File: config.mk
export PLATFORM = sky130hd
export DESIGN_NAME = ring_perf_monitor
export DESIGN_NICKNAME = d
export VERILOG_FILES = /design/src/hdl/cache_pkg.sv /design/src/hdl/mem_port_if.sv /design/src/hdl/perf_snoop.sv /design/src/hdl/latency_range.sv /design/src/hdl/perf_link.sv /design/src/hdl/ring_perf_monitor.sv
export SDC_FILE = /design/constraint.sdc
export NUM_CORES = 1
export LEC_CHECK = 0
export ABC_AREA = 1
export BUFFER_PORTS_ARGS = -buffer_cell sky130_fd_sc_hd__buf_4
export CAP_MARGIN = 20
export CORE_AREA = 5 5 441 443
export DETAILED_ROUTE_END_ITERATION = 7
export DIE_AREA = 0 0 446 448
export GPL_TIMING_DRIVEN = 0
export PLACE_DENSITY_LB_ADDON = 0.12
export SLEW_MARGIN = 40
export SYNTH_ARGS = -nofsm -noshare
export SYNTH_HDL_FRONTEND = slang
export SYNTH_SLANG_ARGS = --single-unit
File: constraint.sdc
create_clock -name clk -period 3.2 [get_ports clk]
set_input_delay 0.64 -clock clk [delete_from_list [all_inputs] [get_ports clk]]
set_output_delay 0.64 -clock clk [all_outputs]
set_load 0.005 [all_outputs]
File: src/hdl/cache_pkg.sv
package cache_pkg;

	// ----------------------------------------
	// Data types.
	// ----------------------------------------

	typedef logic [31:0]  word;
	typedef logic [15:0]  hword;
	typedef logic [127:0] line;
	typedef logic [15:0]  line_be;
	typedef logic [27:0]  line_ptr;

	// Byte offset bits dropped from a line address.
	localparam int line_offset_bits = $bits(word) - $bits(line_ptr);

	// Top two address bits select cached memory or IO space.
	typedef struct packed {
		logic [1:0]  io;
		logic [29:0] offset;
	} addr_bits;

	localparam logic [1:0] io_cached = 2'b00;

	// ----------------------------------------
	// Ring.
	// ----------------------------------------

	typedef logic [1:0] ttl_t;

	localparam ttl_t ttl_max = 2'b11;
	localparam ttl_t ttl_end = 2'b00;

	typedef struct packed {
		logic    read;
		logic    inval;
		logic    reply;
		ttl_t    ttl;
		line_ptr address;
		line     data;
	} ring_req;

	// Header fields only, as seen by the monitor.
	typedef struct packed {
		logic read;
		logic inval;
		logic reply;
		ttl_t ttl;
	} perf_sample;

	// ----------------------------------------
	// Counter register map.
	// ----------------------------------------

	typedef enum logic [3:0] {
		reg_reads,
		reg_writes,
		reg_read_range,
		reg_write_range,
		reg_ring_reads,
		reg_ring_invals,
		reg_ring_read_invals,
		reg_ring_replies,
		reg_ring_forwards,
		reg_ring_range,
		reg_io_reads,
		reg_io_writes
	} perf_reg;

endpackage

File: src/hdl/mem_port_if.sv
`timescale 1ns/1ps

interface mem_port_if
	import cache_pkg::*;
#(
	parameter int addr_w = $bits(word)
);

	logic [addr_w-1:0] address;
	logic              read;
	logic              write;
	line               writedata;
	line_be            byteenable;
	logic              waitrequest;
	line               readdata;

	modport master (
		output address, read, write, writedata, byteenable,
		input  waitrequest, readdata
	);

	modport slave (
		input  address, read, write, writedata, byteenable,
		output waitrequest, readdata
	);

endinterface

File: src/hdl/perf_snoop.sv
`timescale 1ns/1ps

module perf_snoop
	import cache_pkg::*;
(
	input  logic       clk,
	input  logic       rst_n,

	mem_port_if.slave  local_port,
	mem_port_if.master mem_port,

	input  logic       in_left_valid,
	input  ring_req    in_left,
	output logic       in_left_ready,

	output logic       out_left_valid,
	output ring_req    out_left,
	input  logic       out_left_ready,

	input  logic       in_right_valid,
	input  logic       in_right_ready,
	input  ring_req    in_right,

	output logic       snoop_left_fire,
	output logic       snoop_right_fire,
	output perf_sample snoop_left,
	output perf_sample snoop_right,
	output word        snoop_address
);

	// ----------------------------------------
	// Memory pass-through.
	// ----------------------------------------

	assign mem_port.address    = {local_port.address, {line_offset_bits{1'b0}}};
	assign mem_port.read       = local_port.read;
	assign mem_port.write      = local_port.write;
	assign mem_port.writedata  = local_port.writedata;
	assign mem_port.byteenable = local_port.byteenable;

	assign local_port.waitrequest = mem_port.waitrequest;
	assign local_port.readdata    = mem_port.readdata;

	assign snoop_address = mem_port.address;

	// ----------------------------------------
	// Ring taps.
	// ----------------------------------------

	assign out_left_valid = in_left_valid;
	assign out_left       = in_left;
	assign in_left_ready  = out_left_ready;

	assign snoop_left_fire  = in_left_valid && out_left_ready;
	assign snoop_right_fire = in_right_valid && in_right_ready;

	assign snoop_left  = '{in_left.read, in_left.inval, in_left.reply, in_left.ttl};
	assign snoop_right = '{in_right.read, in_right.inval, in_right.reply, in_right.ttl};

	// A stalled beat must wait for ready.
	left_valid_held: assert property (@(posedge clk) disable iff (!rst_n)
		in_left_valid && !out_left_ready |=> in_left_valid);

	right_valid_held: assert property (@(posedge clk) disable iff (!rst_n)
		in_right_valid && !in_right_ready |=> in_right_valid);

	mem_read_write_excl: assert property (@(posedge clk) disable iff (!rst_n)
		!(mem_port.read && mem_port.write));

endmodule

File: src/hdl/latency_range.sv
`timescale 1ns/1ps

module latency_range
	import cache_pkg::*;
(
	input  logic clk,
	input  logic rst_n,

	input  logic clear,
	input  logic sample_valid,
	input  hword sample,

	output word  range
);

	hword min_lat, max_lat;

	// Zero in min_lat means nothing sampled yet.
	always_ff @(posedge clk or negedge rst_n) begin
		if (!rst_n) begin
			min_lat <= '0;
			max_lat <= '0;
		end else if (clear) begin
			min_lat <= '0;
			max_lat <= '0;
		end else if (sample_valid) begin
			if (min_lat == '0 || sample < min_lat)
				min_lat <= sample;
			if (sample > max_lat)
				max_lat <= sample;
		end
	end

	assign range = {max_lat, min_lat};

	min_not_above_max: assert property (@(posedge clk) disable iff (!rst_n)
		min_lat != '0 |-> min_lat <= max_lat);

endmodule

File: src/hdl/perf_link.sv
`timescale 1ns/1ps

module perf_link
	import cache_pkg::*;
(
	input  logic       clk,
	input  logic       rst_n,

	mem_port_if.slave  local_port,
	mem_port_if.master mem_port,

	input  logic       in_left_valid,
	input  ring_req    in_left,
	output logic       in_left_ready,

	output logic       out_left_valid,
	output ring_req    out_left,
	input  logic       out_left_ready,

	input  logic       in_right_valid,
	input  logic       in_right_ready,
	input  ring_req    in_right,

	input  logic       clear,
	input  perf_reg    address,
	output word        readdata
);

	logic snoop_left_fire, snoop_right_fire;
	logic mem_fire, cached, injected, returned;

	perf_sample snoop_left, snoop_right;
	word        snoop_address;
	addr_bits   snoop_bits;

	hword mem_cycles, mem_cycles_hold, ring_cycles;

	word reads, writes, io_reads, io_writes;
	word ring_reads, ring_invals, ring_read_invals, ring_replies, ring_forwards;
	word read_range, write_range, ring_range;

	perf_snoop snoop (.*);

	assign snoop_bits = snoop_address;
	assign cached     = snoop_bits.io == io_cached;
	assign mem_fire   = (mem_port.read || mem_port.write) && !mem_port.waitrequest;
	assign mem_cycles = mem_cycles_hold + hword'(1);

	assign injected = snoop_right_fire && snoop_right.ttl == ttl_max;
	assign returned = snoop_left_fire && snoop_left.ttl == ttl_end;

	// ----------------------------------------
	// Latency trackers.
	// ----------------------------------------

	latency_range read_lat (
		.clk, .rst_n, .clear,
		.sample_valid(mem_fire && cached && mem_port.read),
		.sample(mem_cycles),
		.range(read_range)
	);

	latency_range write_lat (
		.clk, .rst_n, .clear,
		.sample_valid(mem_fire && cached && mem_port.write),
		.sample(mem_cycles),
		.range(write_range)
	);

	latency_range ring_lat (
		.clk, .rst_n, .clear,
		.sample_valid(returned),
		.sample(ring_cycles),
		.range(ring_range)
	);

	// Held cycles of the current request, and cycles since last injection.
	always_ff @(posedge clk or negedge rst_n) begin
		if (!rst_n) begin
			mem_cycles_hold <= '0;
			ring_cycles <= '0;
		end else begin
			if (mem_fire)
				mem_cycles_hold <= '0;
			else if (mem_port.read || mem_port.write)
				mem_cycles_hold <= mem_cycles;

			ring_cycles <= injected ? hword'(1) : ring_cycles + hword'(1);
		end
	end

	// ----------------------------------------
	// Event counters.
	// ----------------------------------------

	always_ff @(posedge clk or negedge rst_n) begin
		if (!rst_n) begin
			reads <= '0;
			writes <= '0;
			io_reads <= '0;
			io_writes <= '0;
			ring_reads <= '0;
			ring_invals <= '0;
			ring_read_invals <= '0;
			ring_replies <= '0;
			ring_forwards <= '0;
		end else if (clear) begin
			reads <= '0;
			writes <= '0;
			io_reads <= '0;
			io_writes <= '0;
			ring_reads <= '0;
			ring_invals <= '0;
			ring_read_invals <= '0;
			ring_replies <= '0;
			ring_forwards <= '0;
		end else begin
			if (mem_fire) begin
				if (!cached && mem_port.write)
					io_writes <= io_writes + 1;
				else if (!cached)
					io_reads <= io_reads + 1;
				else if (mem_port.write)
					writes <= writes + 1;
				else
					reads <= reads + 1;
			end

			if (injected) begin
				if (snoop_right.read && snoop_right.inval)
					ring_read_invals <= ring_read_invals + 1;
				else if (snoop_right.read)
					ring_reads <= ring_reads + 1;
				else if (snoop_right.inval)
					ring_invals <= ring_invals + 1;
			end else if (snoop_right_fire)
				ring_forwards <= ring_forwards + 1;

			if (returned && snoop_left.reply)
				ring_replies <= ring_replies + 1;
		end
	end

	always_comb begin
		case (address)
			reg_reads:            readdata = reads;
			reg_writes:           readdata = writes;
			reg_read_range:       readdata = read_range;
			reg_write_range:      readdata = write_range;
			reg_ring_reads:       readdata = ring_reads;
			reg_ring_invals:      readdata = ring_invals;
			reg_ring_read_invals: readdata = ring_read_invals;
			reg_ring_replies:     readdata = ring_replies;
			reg_ring_forwards:    readdata = ring_forwards;
			reg_ring_range:       readdata = ring_range;
			reg_io_reads:         readdata = io_reads;
			reg_io_writes:        readdata = io_writes;
			default:              readdata = '0;
		endcase
	end

endmodule

File: src/hdl/ring_perf_monitor.sv
`timescale 1ns/1ps

module ring_perf_monitor
	import cache_pkg::*;
(
	input  logic       clk,
	input  logic       rst_n,

	input  logic       in_left_valid,
	input  ring_req    in_left,
	output logic       in_left_ready,

	output logic       out_left_valid,
	output ring_req    out_left,
	input  logic       out_left_ready,

	input  logic       in_right_valid,
	input  logic       in_right_ready,
	input  ring_req    in_right,

	input  line_ptr    local_address,
	input  logic       local_read,
	input  logic       local_write,
	input  line        local_writedata,
	input  line_be     local_byteenable,
	output logic       local_waitrequest,
	output line        local_readdata,

	input  logic       mem_waitrequest,
	input  line        mem_readdata,
	output word        mem_address,
	output logic       mem_read,
	output logic       mem_write,
	output line        mem_writedata,
	output line_be     mem_byteenable,

	input  logic       clear,
	input  logic [3:0] address,
	output word        readdata
);

	mem_port_if #(.addr_w($bits(line_ptr))) local_if ();
	mem_port_if mem_if ();

	// Cache side.
	assign local_if.address    = local_address;
	assign local_if.read       = local_read;
	assign local_if.write      = local_write;
	assign local_if.writedata  = local_writedata;
	assign local_if.byteenable = local_byteenable;
	assign local_waitrequest   = local_if.waitrequest;
	assign local_readdata      = local_if.readdata;

	// Memory bus side.
	assign mem_if.waitrequest = mem_waitrequest;
	assign mem_if.readdata    = mem_readdata;
	assign mem_address        = mem_if.address;
	assign mem_read           = mem_if.read;
	assign mem_write          = mem_if.write;
	assign mem_writedata      = mem_if.writedata;
	assign mem_byteenable     = mem_if.byteenable;

	perf_link perf_link_i (
		.clk, .rst_n,
		.local_port(local_if.slave),
		.mem_port(mem_if.master),
		.in_left_valid, .in_left, .in_left_ready,
		.out_left_valid, .out_left, .out_left_ready,
		.in_right_valid, .in_right_ready, .in_right,
		.clear,
		.address(perf_reg'(address)),
		.readdata
	);

endmodule

### After elaboration in Yosys (flattened, before gate mapping)

Index checks and enable logic that the tools add are counted.

| word-level totals | value |
|---|---|
| register bits | 416 |
| input port bits | 636 |
| word-level logic and storage cells | 165 |

| cells by class | value |
|---|---|
| add/sub/neg operators | 11 |
| magnitude comparators | 6 |
| equality and inequality tests | 18 |
| muxes and demuxes | 56 |
| reductions and logical operators | 57 |

Operator list:

| operator | number |
|---|---|
| 2-to-1 mux 32 bit | 34 |
| case mux 32 bit (12 select lines) | 1 |
| 2-to-1 mux 16 bit | 21 |
| adder 32 x 1 -> 32 bit, second input constant | 9 |
| > comparator 16 bit | 3 |
| zero test 16 bit | 3 |
| less-than comparator 16 bit | 3 |
| nonzero test 2 bit | 20 |
| adder 16 x 1 -> 16 bit, second input constant | 2 |
| AND reduction 2 bit | 9 |
| == test 4 x 3 -> 1 bit, second input constant | 4 |
| == test 4 bit, second input constant | 4 |
| AND reduction 4 bit | 3 |
| logical AND 1 bit | 11 |
| == test 4 x 2 -> 1 bit, second input constant | 2 |
| inequality test 2 bit, second input constant | 4 |
| AND reduction 3 bit | 2 |
| == test 4 x 1 -> 1 bit, second input constant | 1 |
| zero test 2 bit | 2 |
| zero test 4 bit | 1 |
| logical OR 1 bit | 4 |
| inequality test 2 x 1 -> 1 bit, second input constant | 2 |
| == test 2 bit, second input constant | 1 |
| zero test 1 bit | 2 |

### Longest topological paths before layout

Gate-level depths: netlist of run 1.

| depth | value |
|---|---|
| depth in word-level cells | 6 |
| gate-level depth with buffers | 21 |

### Cells and area by module

Synthesis of run 1 repeated with hierarchy kept, for this count alone.

| second synthesis, totals | value |
|---|---|
| cell total of the unflattened synthesis | 4903 |
| area total of the unflattened synthesis | 32605.0 um^2 |

Modules (own cells, without submodules):

| module | times used | cells an instance | area an instance (um^2) | sequential area each (um^2) |
|---|---|---|---|---|
| perf_link | 1 | 3450 | 21592.0 | 8007.7 |
| latency_range | 3 | 312 | 2383.5 | 800.8 |
| perf_snoop | 1 | 517 | 3862.5 | 0.0 |

### Worst setup path before layout of run 1

No wires, ideal clock.

| timing path | value |
|---|---|
| path kind | reg2reg |
| start point | reg perf_link_i.mem_cycles_hold[0] |
| end point | reg perf_link_i.write_lat.max_lat[10] |
| setup time | 0.117 ns |
| arrival time | 2.636 ns |
| slack | 0.446 ns |
| stages on the path, launching flop included | 18 |
| buffers on the path | 1 |
| path through | dfrtp_1 -> ha_1 -> nand2_1 -> nor2_1 -> nand2_1 -> nor2_1 -> nand3_1 -> nand2_1 -> inv_1 -> ha_1 -> nand4_1 -> nor2_1 -> nand2_1 -> nand2_1 -> nand2_2 -> buf_2 -> nand3_1 -> nand2_1 |

| between the ends | value |
|---|---|
| word-level cells in the longest chain between the ends | 4 |
| elaborated cells between the ends (all ways) | 7 |
| those cells by class | add/sub: 1; order compare: 1; mux: 3; reduce/logical: 2 |

RTL lines:

| what | line | source |
|---|---|---|
| start, declared | perf_link.sv:36 | `hword mem_cycles, mem_cycles_hold, ring_cycles;` |
| start signal, assigned | perf_link.sv:86 | `mem_cycles_hold <= mem_cycles;` |
| adder 16 x 1 -> 16 bit * | perf_link.sv:47 | `assign mem_cycles = mem_cycles_hold + hword'(1);` |
| > comparator 16 bit / 2-to-1 mux 16 bit (equally long branches) | latency_range.sv:29 | `if (sample > max_lat)` |
| nonzero test 2 bit (no line) / 2-to-1 mux 16 bit (equally long branches) | n/a |  |
| AND reduction 2 bit (no line) / 2-to-1 mux 16 bit (equally long branches) | n/a |  |
| end signal, assigned | latency_range.sv:30 | `max_lat <= sample;` |
| end, declared | latency_range.sv:16 | `hword min_lat, max_lat;` |

Every way passes the cells marked *; elsewhere a longest branch is shown, timed or not. The select of a mux whose other input is x is not followed.
A chain may end at the register's enable or synchronous reset.

### Final worst setup path of run 1

| timing path | value |
|---|---|
| start point | in address[0] |
| end point | out readdata[24] |

| between the ends | value |
|---|---|
| word-level cells in the longest chain between the ends | 2 |
| elaborated cells between the ends (all ways) | 13 |
| those cells by class | eq/ne: 11; mux: 1; reduce/logical: 1 |

RTL lines:

| what | line | source |
|---|---|---|
| start, declared | ring_perf_monitor.sv:38 | `input logic [3:0] address,` |
| == test 4 bit, or another cell as far along | perf_link.sv:145 | `case (address)` |
| case mux 32 bit (12 select lines) * | perf_link.sv:145 |  |
| end, declared | ring_perf_monitor.sv:39 | `output word readdata` |

Every way passes the cells marked *; elsewhere a longest branch is shown, timed or not.

==> flow_summary_export.csv, run 1 <==
group,metric,value,unit
critical_path,endpoint,"readdata[24]",
sta,post-route-min-period,3230,ps
floorplan,io_pins,1138,
floorplan,dieArea,200000,um^2
route,dr.pass1.iters,8,
clock_tree,cts_tree,"yes",
finish,area_delta_synth_final,33.9,%
critical_path,arrival,2590,ps
placed_design,port_buffers,520,
placed_design,placed_cells,7647,
clock_tree,clockBufferDepth,3,
sta,worst_slew_pin_slew,846,ps
logic_synthesis,synth_flop_cell,"dfrtp_1",
pwr,peakVddDrop,0.000375,V
floorplan,num_rows,160,
clock_tree,clock_latency,700,ps
finish,nFillCells,21300,
sta,rsz0062_at_grt,"true",
critical_path,critPathLaunch,"address[0]",
sta,relSlewSlack,0.436,
floorplan,die_y,448,um
critical_path,end_kind,"output pin",
pwr,power.density,372,nW/um^2
job,maxCapViolCount,0,
route,drtIter0Drc,2372,
critical_path,r2r_slack,240,ps
sta,skew,40.6,ps
logic_synthesis,seq_area_frac_synth,0.326,
placed_design,dp_hpwl,157000,um
global_route,grt_overflow,0,
logic_synthesis,syn_inst,4603,
critical_path,path_class,"primary input to output pin",
clock_tree,root_buffer,"clkbuf_16",
finish,final_layout_size_suffix_gt1_frac,0.280,
critical_path,r2r_cells,14,
sta,drv_slew,0,
logic_synthesis,synth_warnings,0,
finish,nNetsFinal,5954,
logic_synthesis,synthArstFlopShare,1.00,
global_route,grt_pass1_vias,32400,
critical_path,critPathLaunchType,"primary input",
sta,setup_viol,4,
global_route,grt_max_degree,62,
route,routed_wl,190000,um
clock_tree,cts_sinks,416,
finish,regArea,10400,um^2
route,routedWlPerCell,24.5,um
floorplan,design.core.area,190000,um^2
route,antenna_left,0,
critical_path,cp_max_fo,10,
outcome,failed_checks,"setup timing",
sta,finalHoldViolCount,0,
logic_synthesis,synth_area,32000,um^2
clock_tree,cts_htree_levels,2,
placed_design,place.gp.congestion,0.901,
critical_path,critPathRequiredTime,2560,ps
finish,multi_input_area,16500,um^2
finish,fin_cells,7777,
critical_path,reg2reg_from,"perf_link_i.mem_cycles_hold[1]",
logic_synthesis,ys_ff_latch,416,
logic_synthesis,synth-edff-count,0,
global_route,grt_first_pass_wirelength,257000,um
critical_path,reg2reg_to,"perf_link_i.read_lat.max_lat[15]",
clock_tree,path_clk_slew,60,ps
pwr,power_leakage,0.0194,uW
logic_synthesis,synth_cell_types,50,
route,vias_per_cell,4.35,
clock_tree,cts-buffers-inserted,58,
sta,fin_crit_sh,1.01,
sta,fmax,0.309,GHz
floorplan,start_util,0.169,
global_route,grtUsageTotal,0.179,
pwr,finalPower,15900,uW
outcome,status,"finished with violations",
floorplan,die_x,446,um
global_route,antenna_found_initial,14,
sta,worst_slack,-34.7,ps
logic_synthesis,synth.avg_cell_area,6.95,um^2
route,via_count,33800,
worst_hold_path,min_path_type,"primary input to flip-flop",
route,drcViolationCount,0,
metrics by stage:
| step | hold WS (ps) | area [um^2] | setup WS (ps) | util | TNS (ps) |
|---|---|---|---|---|---|
| 2_1_floorplan | 344 | 32000 | 446 | - | 0 |
| 3_3_place_gp | 457 | 39000 | -3900 | 0.206 | -1655780 |
| 3_5_place_dp | 458 | 39400 | -1160 | 0.208 | -62370 |
| 4_1_cts | 247 | 42600 | -51.7 | 0.225 | -164 |
| 5_1_grt | 289 | 42800 | -12.6 | 0.226 | -34.4 |
| 6_report | 297 | 42800 | -34.7 | 0.226 | -95.1 |
layer usage:
layer  vias up  GRT usage  wire, um  part of all wire
met5         -          0        58           0.00030
met4        10     0.0775      9290             0.049
met3       226     0.0251     10700             0.056
met2      1246      0.302     90100              0.47
met1     16300      0.229     80100              0.42
li1      16000          -         -                 -
worst max-delay path: stages:
cell,delay (ps)
buf_4,160
nand2_1,100
inv_2,150
nand2_2,250
buf_4,250
o22ai_1,170
nor4_4,420
nand2_1,240
buf_4,200
state kept, by name, summed over array words and instances, names as in the netlist, 32 cells and up:
name and cells:
perf_link_i.writes 32, perf_link_i.ring_reads 32, perf_link_i.io_writes 32, perf_link_i.reads 32, perf_link_i.io_reads 32, perf_link_i.ring_replies 32, perf_link_i.ring_invals 32, perf_link_i.ring_read_invals 32
perf_link_i.ring_forwards 32
cells in the final DEF (no fill, tap or decap), types with 12 or more instances in the layout:
cell type / Yosys / routed
nor3_2: 8 / 13
clkbuf_8: 1 / 20
o22ai_1: 146 / 91
o21a_1: 12 / 12
nand2_1: 975 / 953
inv_1: 555 / 544
nor2_2: 24 / 26
nand4_1: 151 / 151
o21ai_0: 242 / 236
inv_2: 14 / 21
clkinv_2: 0 / 15
nor2_4: 10 / 19
nand3_2: 5 / 13
a221oi_1: 23 / 13
a21oi_1: 162 / 161
nor3_1: 172 / 166
o22ai_2: 0 / 49
nand2_2: 23 / 31
nand2_4: 2 / 14
nor4_4: 0 / 15
buf_4: 476 / 1026
dfrtp_1: 416 / 414
clkbuf_16: 0 / 58
nand3_1: 382 / 371
clkbuf_1: 40 / 31
nor2_1: 440 / 429
buf_2: 71 / 53
xor2_1: 28 / 25
ha_1: 104 / 104
cell families (layout without fill, tap and decap cells):
family	Yosys count	in the layout	share of synthesized area
compound gates	637	637	0.114
xor+xnor	37	37	0.0101
fa+ha+maj	104	104	0.0407
buf+inv	1164	1821	0.196
flops	416	416	0.326
other cells	1	7	0.000117
simple gates	2244	2244	0.314
Yosys cell counts (all sizes together), types with 2 or more instances:
cell type,n,area [um^2]
and3,6,37.5
a311oi,12,105
nor3,186,1040
a211oi,6,45.0
a2bb2oi,2,17.5
o22ai,146,913
o21ai,247,1240
nand4,153,970
nand2,1000,3830
clkbuf,41,164
a31oi,11,98.8
nor3b,6,55.1
nand3,387,1960
a22oi,2,15.0
a21oi,162,811
a221oi,23,201
xnor2,9,78.8
xor2,28,245
o31ai,8,60.1
nor4,29,194
dfrtp,416,10400
o21bai,3,22.5
o21a,12,90.1
a21o,3,22.5
inv,569,2140
ha,104,1300
nor2,475,1930
buf,554,3960
timing repair:
item,CTS,global route
setup buffers,11,7
hold endpoints to repair,55,0
gates resized for setup,222,52
pin swaps,30,10
endpoints found under the setup margin,96,80
hold buffers,1,0
final cells by class:
type                       instances  area share
sequential                       416       0.243
buffer                           594       0.100
tap                             2511      0.0734
clock buffer                      85      0.0400
timing repair buffer             549       0.101
clock inverter                    24     0.00684
antenna                            3    0.000175
multi-input combinational       3026       0.386
inverter                         569      0.0502
how the worst min path moves through the flow:
| stage | cells after the start | endpoint | start |
|---|---|---|---|
| 6_report | 4 | perf_link_i.mem_cycles_hold[7] | local_read |
| 5_1_grt | 4 | perf_link_i.mem_cycles_hold[7] | local_read |
| 4_1_cts | 4 | perf_link_i.mem_cycles_hold[2] | local_read |
| 3_5_place_dp | 2 | perf_link_i.write_lat.min_lat[14] | perf_link_i.write_lat.min_lat[14] |
| 3_3_place_gp | 2 | perf_link_i.ring_lat.min_lat[8] | perf_link_i.ring_lat.min_lat[8] |
| 2_1_floorplan | 0 | perf_link_i.io_reads[0] | rst_n |
where the power goes:
part | leakage [uW] | switching [uW] | internal [uW]
Clock | 0.00100 | 2880 | 4110
Sequential | 0.00578 | 139 | 5390
Combinational | 0.0126 | 2080 | 1340
(Power assumes the default switching activity.)
==> run 2, diff against run 1 <==
ABC_AREA = default   (was 1)
BUFFER_PORTS_ARGS = default   (was -buffer_cell sky130_fd_sc_hd__buf_4)
CORE_AREA = 5 5 442 444   (was 5 5 441 443)
DIE_AREA = 0 0 447 449   (was 0 0 446 448)
DONT_BUFFER_PORTS = 1   (was default)
==> flow_summary_export.csv, run 2 <==
group,metric,value,unit
route,via_count,23700,
clock_tree,cts-buffers-inserted,58,
global_route,grt_first_pass_wirelength,206000,um
sta,setup_viol,66,
route,dr.pass1.iters,5,
logic_synthesis,yosysMostFrequentCell,"buf_4",
finish,nNetsFinal,3940,
logic_synthesis,synth-edff-count,0,
route,routed_wl,157000,um
placed_design,place.gp.congestion,0.890,
placed_design,placed_cells,5619,
placed_design,port_buffers,0,
worst_hold_path,min_path_type,"primary input to async pin",
sta,skew,19.0,ps
logic_synthesis,ys_ff_latch,416,
global_route,grt_overflow,0,
finish,final_layout_size_suffix_gt1_frac,0.281,
pwr,peakVddDrop,0.000397,V
sta,finalHoldViolCount,416,
sta,worst_slack,-499,ps
placed_design,pre_cts_slack,-1500,ps
clock_tree,path_clk_slew,60,ps
clock_tree,clock_latency,660,ps
placed_design,dp_hpwl,126000,um
logic_synthesis,syn_inst,3083,
floorplan,dieArea,201000,um^2
pwr,power.density,420,nW/um^2
clock_tree,cts_sinks,416,
route,routedWlPerCell,27.2,um
logic_synthesis,yosysTopAreaCellShare,0.378,
finish,regArea,10400,um^2
critical_path,critPathRequiredTime,3760,ps
logic_synthesis,yosysTopAreaCell,"dfrtp_1",
sta,drv_slew,0,
sta,whs,-307,ps
route,antenna_left,0,
global_route,antenna_found_initial,17,
critical_path,arrival,4260,ps
clock_tree,cts_htree_levels,2,
floorplan,io_pins,1138,
clock_tree,cts_tree,"yes",
outcome,status,"finished with violations",
logic_synthesis,synth_cell_types,71,
floorplan,design.core.area,191000,um^2
route,drcViolationCount,0,
clock_tree,clockBufferDepth,3,
pwr,finalPower,14600,uW
logic_synthesis,synthArstFlopShare,1.00,
logic_synthesis,synth_area,27600,um^2
sta,fin_crit_sh,1.16,
global_route,grt_pass1_vias,23000,
critical_path,end_kind,"flip-flop",
sta,relSlewSlack,0.294,
floorplan,die_x,447,um
critical_path,cp_max_fo,6,
finish,fin_cells,5775,
finish,nFillCells,21200,
logic_synthesis,synth_area_leaders,"dfrtp_1 38%, buf_4 13%, xor2_1 5.0%",
sta,rsz0062_at_grt,"true",
logic_synthesis,synth_warnings,0,
logic_synthesis,ys_top_cells_by_count,"471 x buf_4, 416 x dfrtp_1, 356 x nor2_1",
outcome,failed_checks,"hold timing, setup timing",
route,drtIter0Drc,1903,
logic_synthesis,seq_area_frac_synth,0.378,
floorplan,start_util,0.144,
clock_tree,root_buffer,"clkbuf_16",
sta,post-route-min-period,3700,ps
finish,utilization,0.182,
floorplan,die_y,449,um
sta,worst_slew_pin_slew,1060,ps
pwr,power_leakage,0.0146,uW
sta,fmax,0.270,GHz
finish,area_delta_synth_final,26.5,%
finish,final_cell_mix,"502 x buf_4, 411 x dfrtp_1, 335 x nor2_1",
floorplan,num_rows,161,
job,maxCapViolCount,0,
route,vias_per_cell,4.10,
finish,multi_input_area,13800,um^2
logic_synthesis,synth.avg_cell_area,8.94,um^2
logic_synthesis,synth_flop_cell,"dfrtp_1",
global_route,grt_max_degree,417,
finish,final_common_cell,"buf_4",
global_route,grtUsageTotal,0.148,
critical_path,critPathLaunchType,"flip-flop",
critical_path,path_class,"flip-flop to flip-flop",
-- run 2: changes by cell type after synthesis, sizes merged, moves of 64 or more --
cell,change
a21oi,-84
buf,-64
inv,-429
nand2,-806
nand3,-246
nor2,-119
nor3,-135
o21ai,-152
o22ai,-144
xnor2,+103
xor2,+128
-- run 2: timing repair --
item / in CTS / in global routing
endpoints found under the setup margin: 111 / 82
setup buffers: 43 / 1
resized for setup: 257 / 66
gates cloned: 3 / 2
hold endpoints to repair: 416 / 416
pin swaps: 48 / 29
-- run 2: logic make-up (layout without fill, tap and decap cells) --
group | Yosys count | after routing | synth area share
simple gates | 1074 | 1074 | 0.193
compound gates | 426 | 426 | 0.108
buf+inv | 733 | 891 | 0.165
xor+xnor | 268 | 268 | 0.0852
fa+ha+maj | 104 | 104 | 0.0472
flops | 416 | 416 | 0.378
mux | 61 | 61 | 0.0239
other cells | 1 | 9 | 0.000136
-- run 2: final cells by class --
cell class	count	area share
tap	2526	0.0907
timing repair buffer	56	0.0179
antenna	5	0.000359
inverter	141	0.0155
buffer	590	0.125
sequential	416	0.299
clock inverter	11	0.00499
multi-input combinational	1937	0.395
clock buffer	93	0.0518
-- run 2: path summary, 6_finish.rpt --
check	from	to	slack (ps)	cells after the start
max reg2reg	perf_link_i.mem_cycles_hold[0]	perf_link_i.write_lat.max_lat[8]	-500	15
min reg2reg	perf_link_i.mem_cycles_hold[8]	perf_link_i.mem_cycles_hold[8]	540	2
min	rst_n	perf_link_i.ring_cycles[4]	-310	0
max in group asynchronous	rst_n	perf_link_i.mem_cycles_hold[10]	2600	0
min in group clk	in_right[160]	perf_link_i.ring_invals[4]	240	3
max	perf_link_i.mem_cycles_hold[0]	perf_link_i.write_lat.max_lat[8]	-500	15
-- run 2: critical path, cell delays in order, from the launching register on --
cell       delay, ps
dfrtp_2          430
clkbuf_16        160
nand4_1          200
nor2_4           220
nand4_1          240
xor2_4           350
inv_4             90
ha_4             280
nand4_1          220
or4_4            500
a21o_1           200
a31oi_4          180
buf_12           160
buf_12           130
nor2_2            40
a211oi_2         190
-- run 2: stage by stage --
step                      TNS (ps)  cell area [um^2]
final                       -24430             34800
after global routing        -31360             34800
after CTS                   -28610             34500
after detailed placement   -124550             31000
after global placement     -373140             30800
after floorplan                  0             27600
-- run 2: layer usage --
| layer | vias up | part of all wire | track usage |
|---|---|---|---|
| met1 | 12000 | 0.40 | 0.178 |
| li1 | 10500 | - | - |
| met4 | 4 | 0.048 | 0.0617 |
| met5 | - | 0.00013 | 0 |
| met3 | 193 | 0.057 | 0.0252 |
| met2 | 965 | 0.50 | 0.259 |
-- run 2: power by group --
group	leakage (uW)	switching [uW]	internal (uW)	total [uW]
clock	0.000978	2720	4150	6860
sequential	0.00578	280	5380	5660
combinational	0.00786	1140	977	2120
==> run 3, diff against run 2 <==
ABC_AREA = 1   (was default)
CORE_AREA = 5 5 436 438   (was 5 5 442 444)
DIE_AREA = 0 0 441 443   (was 0 0 447 449)
==> flow_summary_export.csv, run 3 (same netlist as run 1, synthesis figures left out) <==
group,metric,value,unit
outcome,status,"finished with violations",
outcome,failed_checks,"setup timing",
sta,setup_viol,6,
critical_path,r2r_cells,16,
clock_tree,clock_latency,700,ps
clock_tree,path_clk_slew,60,ps
global_route,gr-usage-met3,0.0307,
worst_hold_path,min_path_type,"primary input to flip-flop",
clock_tree,cts_sinks,416,
route,routed_wl,186000,um
pwr,power.density,404,nW/um^2
sta,finalHoldViolCount,0,
critical_path,crit_cells,7,
route,vias_per_cell,4.38,
sta,relSlewSlack,0.419,
floorplan,io_pins,1138,
critical_path,end_kind,"output pin",
pwr,p_clk_frac,0.459,
sta,fin_crit_sh,1.02,
placed_design,place.gp.congestion,0.900,
critical_path,cp_cell_sequence,"nor2_2 > buf_2 > nand2_2 > buf_2 > o22ai_2 > nor4_1 > nand2_1",
critical_path,cp_num_buf_inv,2,
global_route,grt_overflow,0,
pwr,peakVddDrop,0.000408,V
global_route,grtUsageTotal,0.180,
route,antenna_left,0,
critical_path,arrival,2610,ps
finish,utilization,0.205,
finish,area_delta_synth_final,19.6,%
finish,nFillCells,21300,
critical_path,critPathLaunchType,"primary input",
placed_design,port_buffers,0,
global_route,antenna_found_initial,27,
global_route,top_usage_layer,"met2",
pwr,swShare,0.320,
floorplan,design.core.area,186000,um^2
sta,worst_slew_pin_slew,871,ps
pwr,power_leakage,0.0167,uW
sta,worst_slack,-49.9,ps
clock_tree,clockBufferDepth,3,
worst_hold_path,min_path_cells,3,
critical_path,critPathRequiredTime,2560,ps
pwr,power.switching,4950,uW
critical_path,cp_slowest_cell,"buf_2",
critical_path,crit_top_cell,"buf_2",
critical_path,critPathTopFamily,"simple AND/OR/NAND/NOR gates",
clock_tree,cts_tree,"yes",
floorplan,dieArea,195000,um^2
clock_tree,cts-buffers-inserted,60,
sta,post-route-min-period,3250,ps
floorplan,num_rows,159,
sta,skew,41.2,ps
global_route,grt_first_pass_wirelength,249000,um
placed_design,pre_cts_slack,-836,ps
clock_tree,root_buffer,"clkbuf_16",
floorplan,die_x,441,um
route,via_count,31800,
clock_tree,cts_htree_levels,2,
floorplan,die_y,443,um
critical_path,cp_max_fo,10,
sta,whs,174,ps
pwr,power.share.combinational,0.183,
route,dr.pass1.iters,8,
finish,final_layout_size_suffix_gt1_frac,0.186,
global_route,use_met1,0.228,
pwr,p_seq_frac,0.358,
job,maxCapViolCount,0,
sta,fmax,0.308,GHz
critical_path,slowest_delay,410,ps
route,drtIter0Drc,2359,
finish,final_cell_mix,"964 x nand2_1, 548 x inv_1, 493 x buf_4",
global_route,grt_pass1_vias,30600,
pwr,internal_power,10500,uW
global_route,grt_use_met2,0.304,
finish,final_common_cell,"nand2_1",
placed_design,dp_hpwl,153000,um
route,drcViolationCount,0,
route,routedWlPerCell,25.7,um
critical_path,path_class,"primary input to output pin",
floorplan,start_util,0.172,
sta,drv_slew,0,
finish,nNetsFinal,5437,
global_route,grt_max_degree,417,
[run 3: changes by cell type in the layout (fill, tap and decap cells not counted), sizes merged, moves of 60 or more]
cell / delta
nand2: +806
inv: +428
nand4: +60
nor2: +119
nor3: +135
o21ai: +152
nand3: +246
a21oi: +84
xor2: -128
xnor2: -103
o22ai: +144
[run 3: worst reg2reg max path, delay by kind of cell (launching register included)]
| family | cells | cell delay [ps] |
|---|---|---|
| adder cells (fa/ha/maj) | 2 | 480 |
| buffers and inverters | 2 | 310 |
| AO/OA/AOI/OAI | 1 | 350 |
| AND/OR/NAND/NOR | 11 | 1280 |
| flip-flops | 1 | 390 |
[run 3: final timing paths]
path                                                 start                           endpoint  slack [ps]
max                                             address[3]                       readdata[30]         -50
min                                            local_write     perf_link_i.mem_cycles_hold[7]         170
max reg2reg                 perf_link_i.mem_cycles_hold[1]  perf_link_i.write_lat.max_lat[11]         270
min reg2reg                perf_link_i.ring_lat.min_lat[1]    perf_link_i.ring_lat.min_lat[1]         470
max in group asynchronous                            rst_n     perf_link_i.mem_cycles_hold[0]         730
min in group asynchronous                            rst_n   perf_link_i.ring_read_invals[26]         440
[run 3: routing by layer]
layer | wire [um] | part of all wire | vias to the layer above
met5 | 115 | 0.00062 | -
met4 | 7120 | 0.038 | 18
li1 | - | - | 15000
met2 | 89400 | 0.48 | 1074
met3 | 10700 | 0.057 | 209
met1 | 79000 | 0.42 | 15500
[run 3: per-stage QoR]
| stage | setup TNS (ps) | total power, uW | cells | area (um^2) |
|---|---|---|---|---|
| 2_1_floorplan | 0 | 7290 | 4606 | 32000 |
| 3_3_place_gp | -58430 | 8290 | 7101 | 35100 |
| 3_5_place_dp | -47460 | 8290 | 7110 | 35400 |
| 4_1_cts | -72.4 | 15600 | 7224 | 37800 |
| 5_1_grt | -9.05 | 16200 | 7247 | 38200 |
| 6_report | -157 | 15400 | 7251 | 38200 |
[run 3: layout make-up]
class                      instances  area [um^2]  share of cell area
antenna                            9         22.5            0.000589
buffer                           595         4170               0.109
clock buffer                      95         1800              0.0472
clock inverter                    17          225             0.00589
inverter                         569         2140              0.0559
multi-input combinational       3026        16000               0.417
sequential                       416        10400               0.272
tap                             2495         3120              0.0816
timing repair buffer              29          390              0.0102
[run 3: what timing repair did]
item	4_1_cts	5_1_grt
pin swaps	2	5
endpoints found under the setup margin	96	73
setup buffers	2	12
endpoints found under the hold margin	416	121
resized for setup	80	43
[run 3: power groups by stage]
stage / combinational [uW] / sequential, uW / clock (uW)
6_report: 2830 / 5530 / 7090
5_1_grt: 3130 / 5550 / 7490
4_1_cts: 2700 / 5530 / 7340
3_5_place_dp: 2660 / 5630 / 0
3_3_place_gp: 2660 / 5630 / 0
2_1_floorplan: 1720 / 5580 / 0
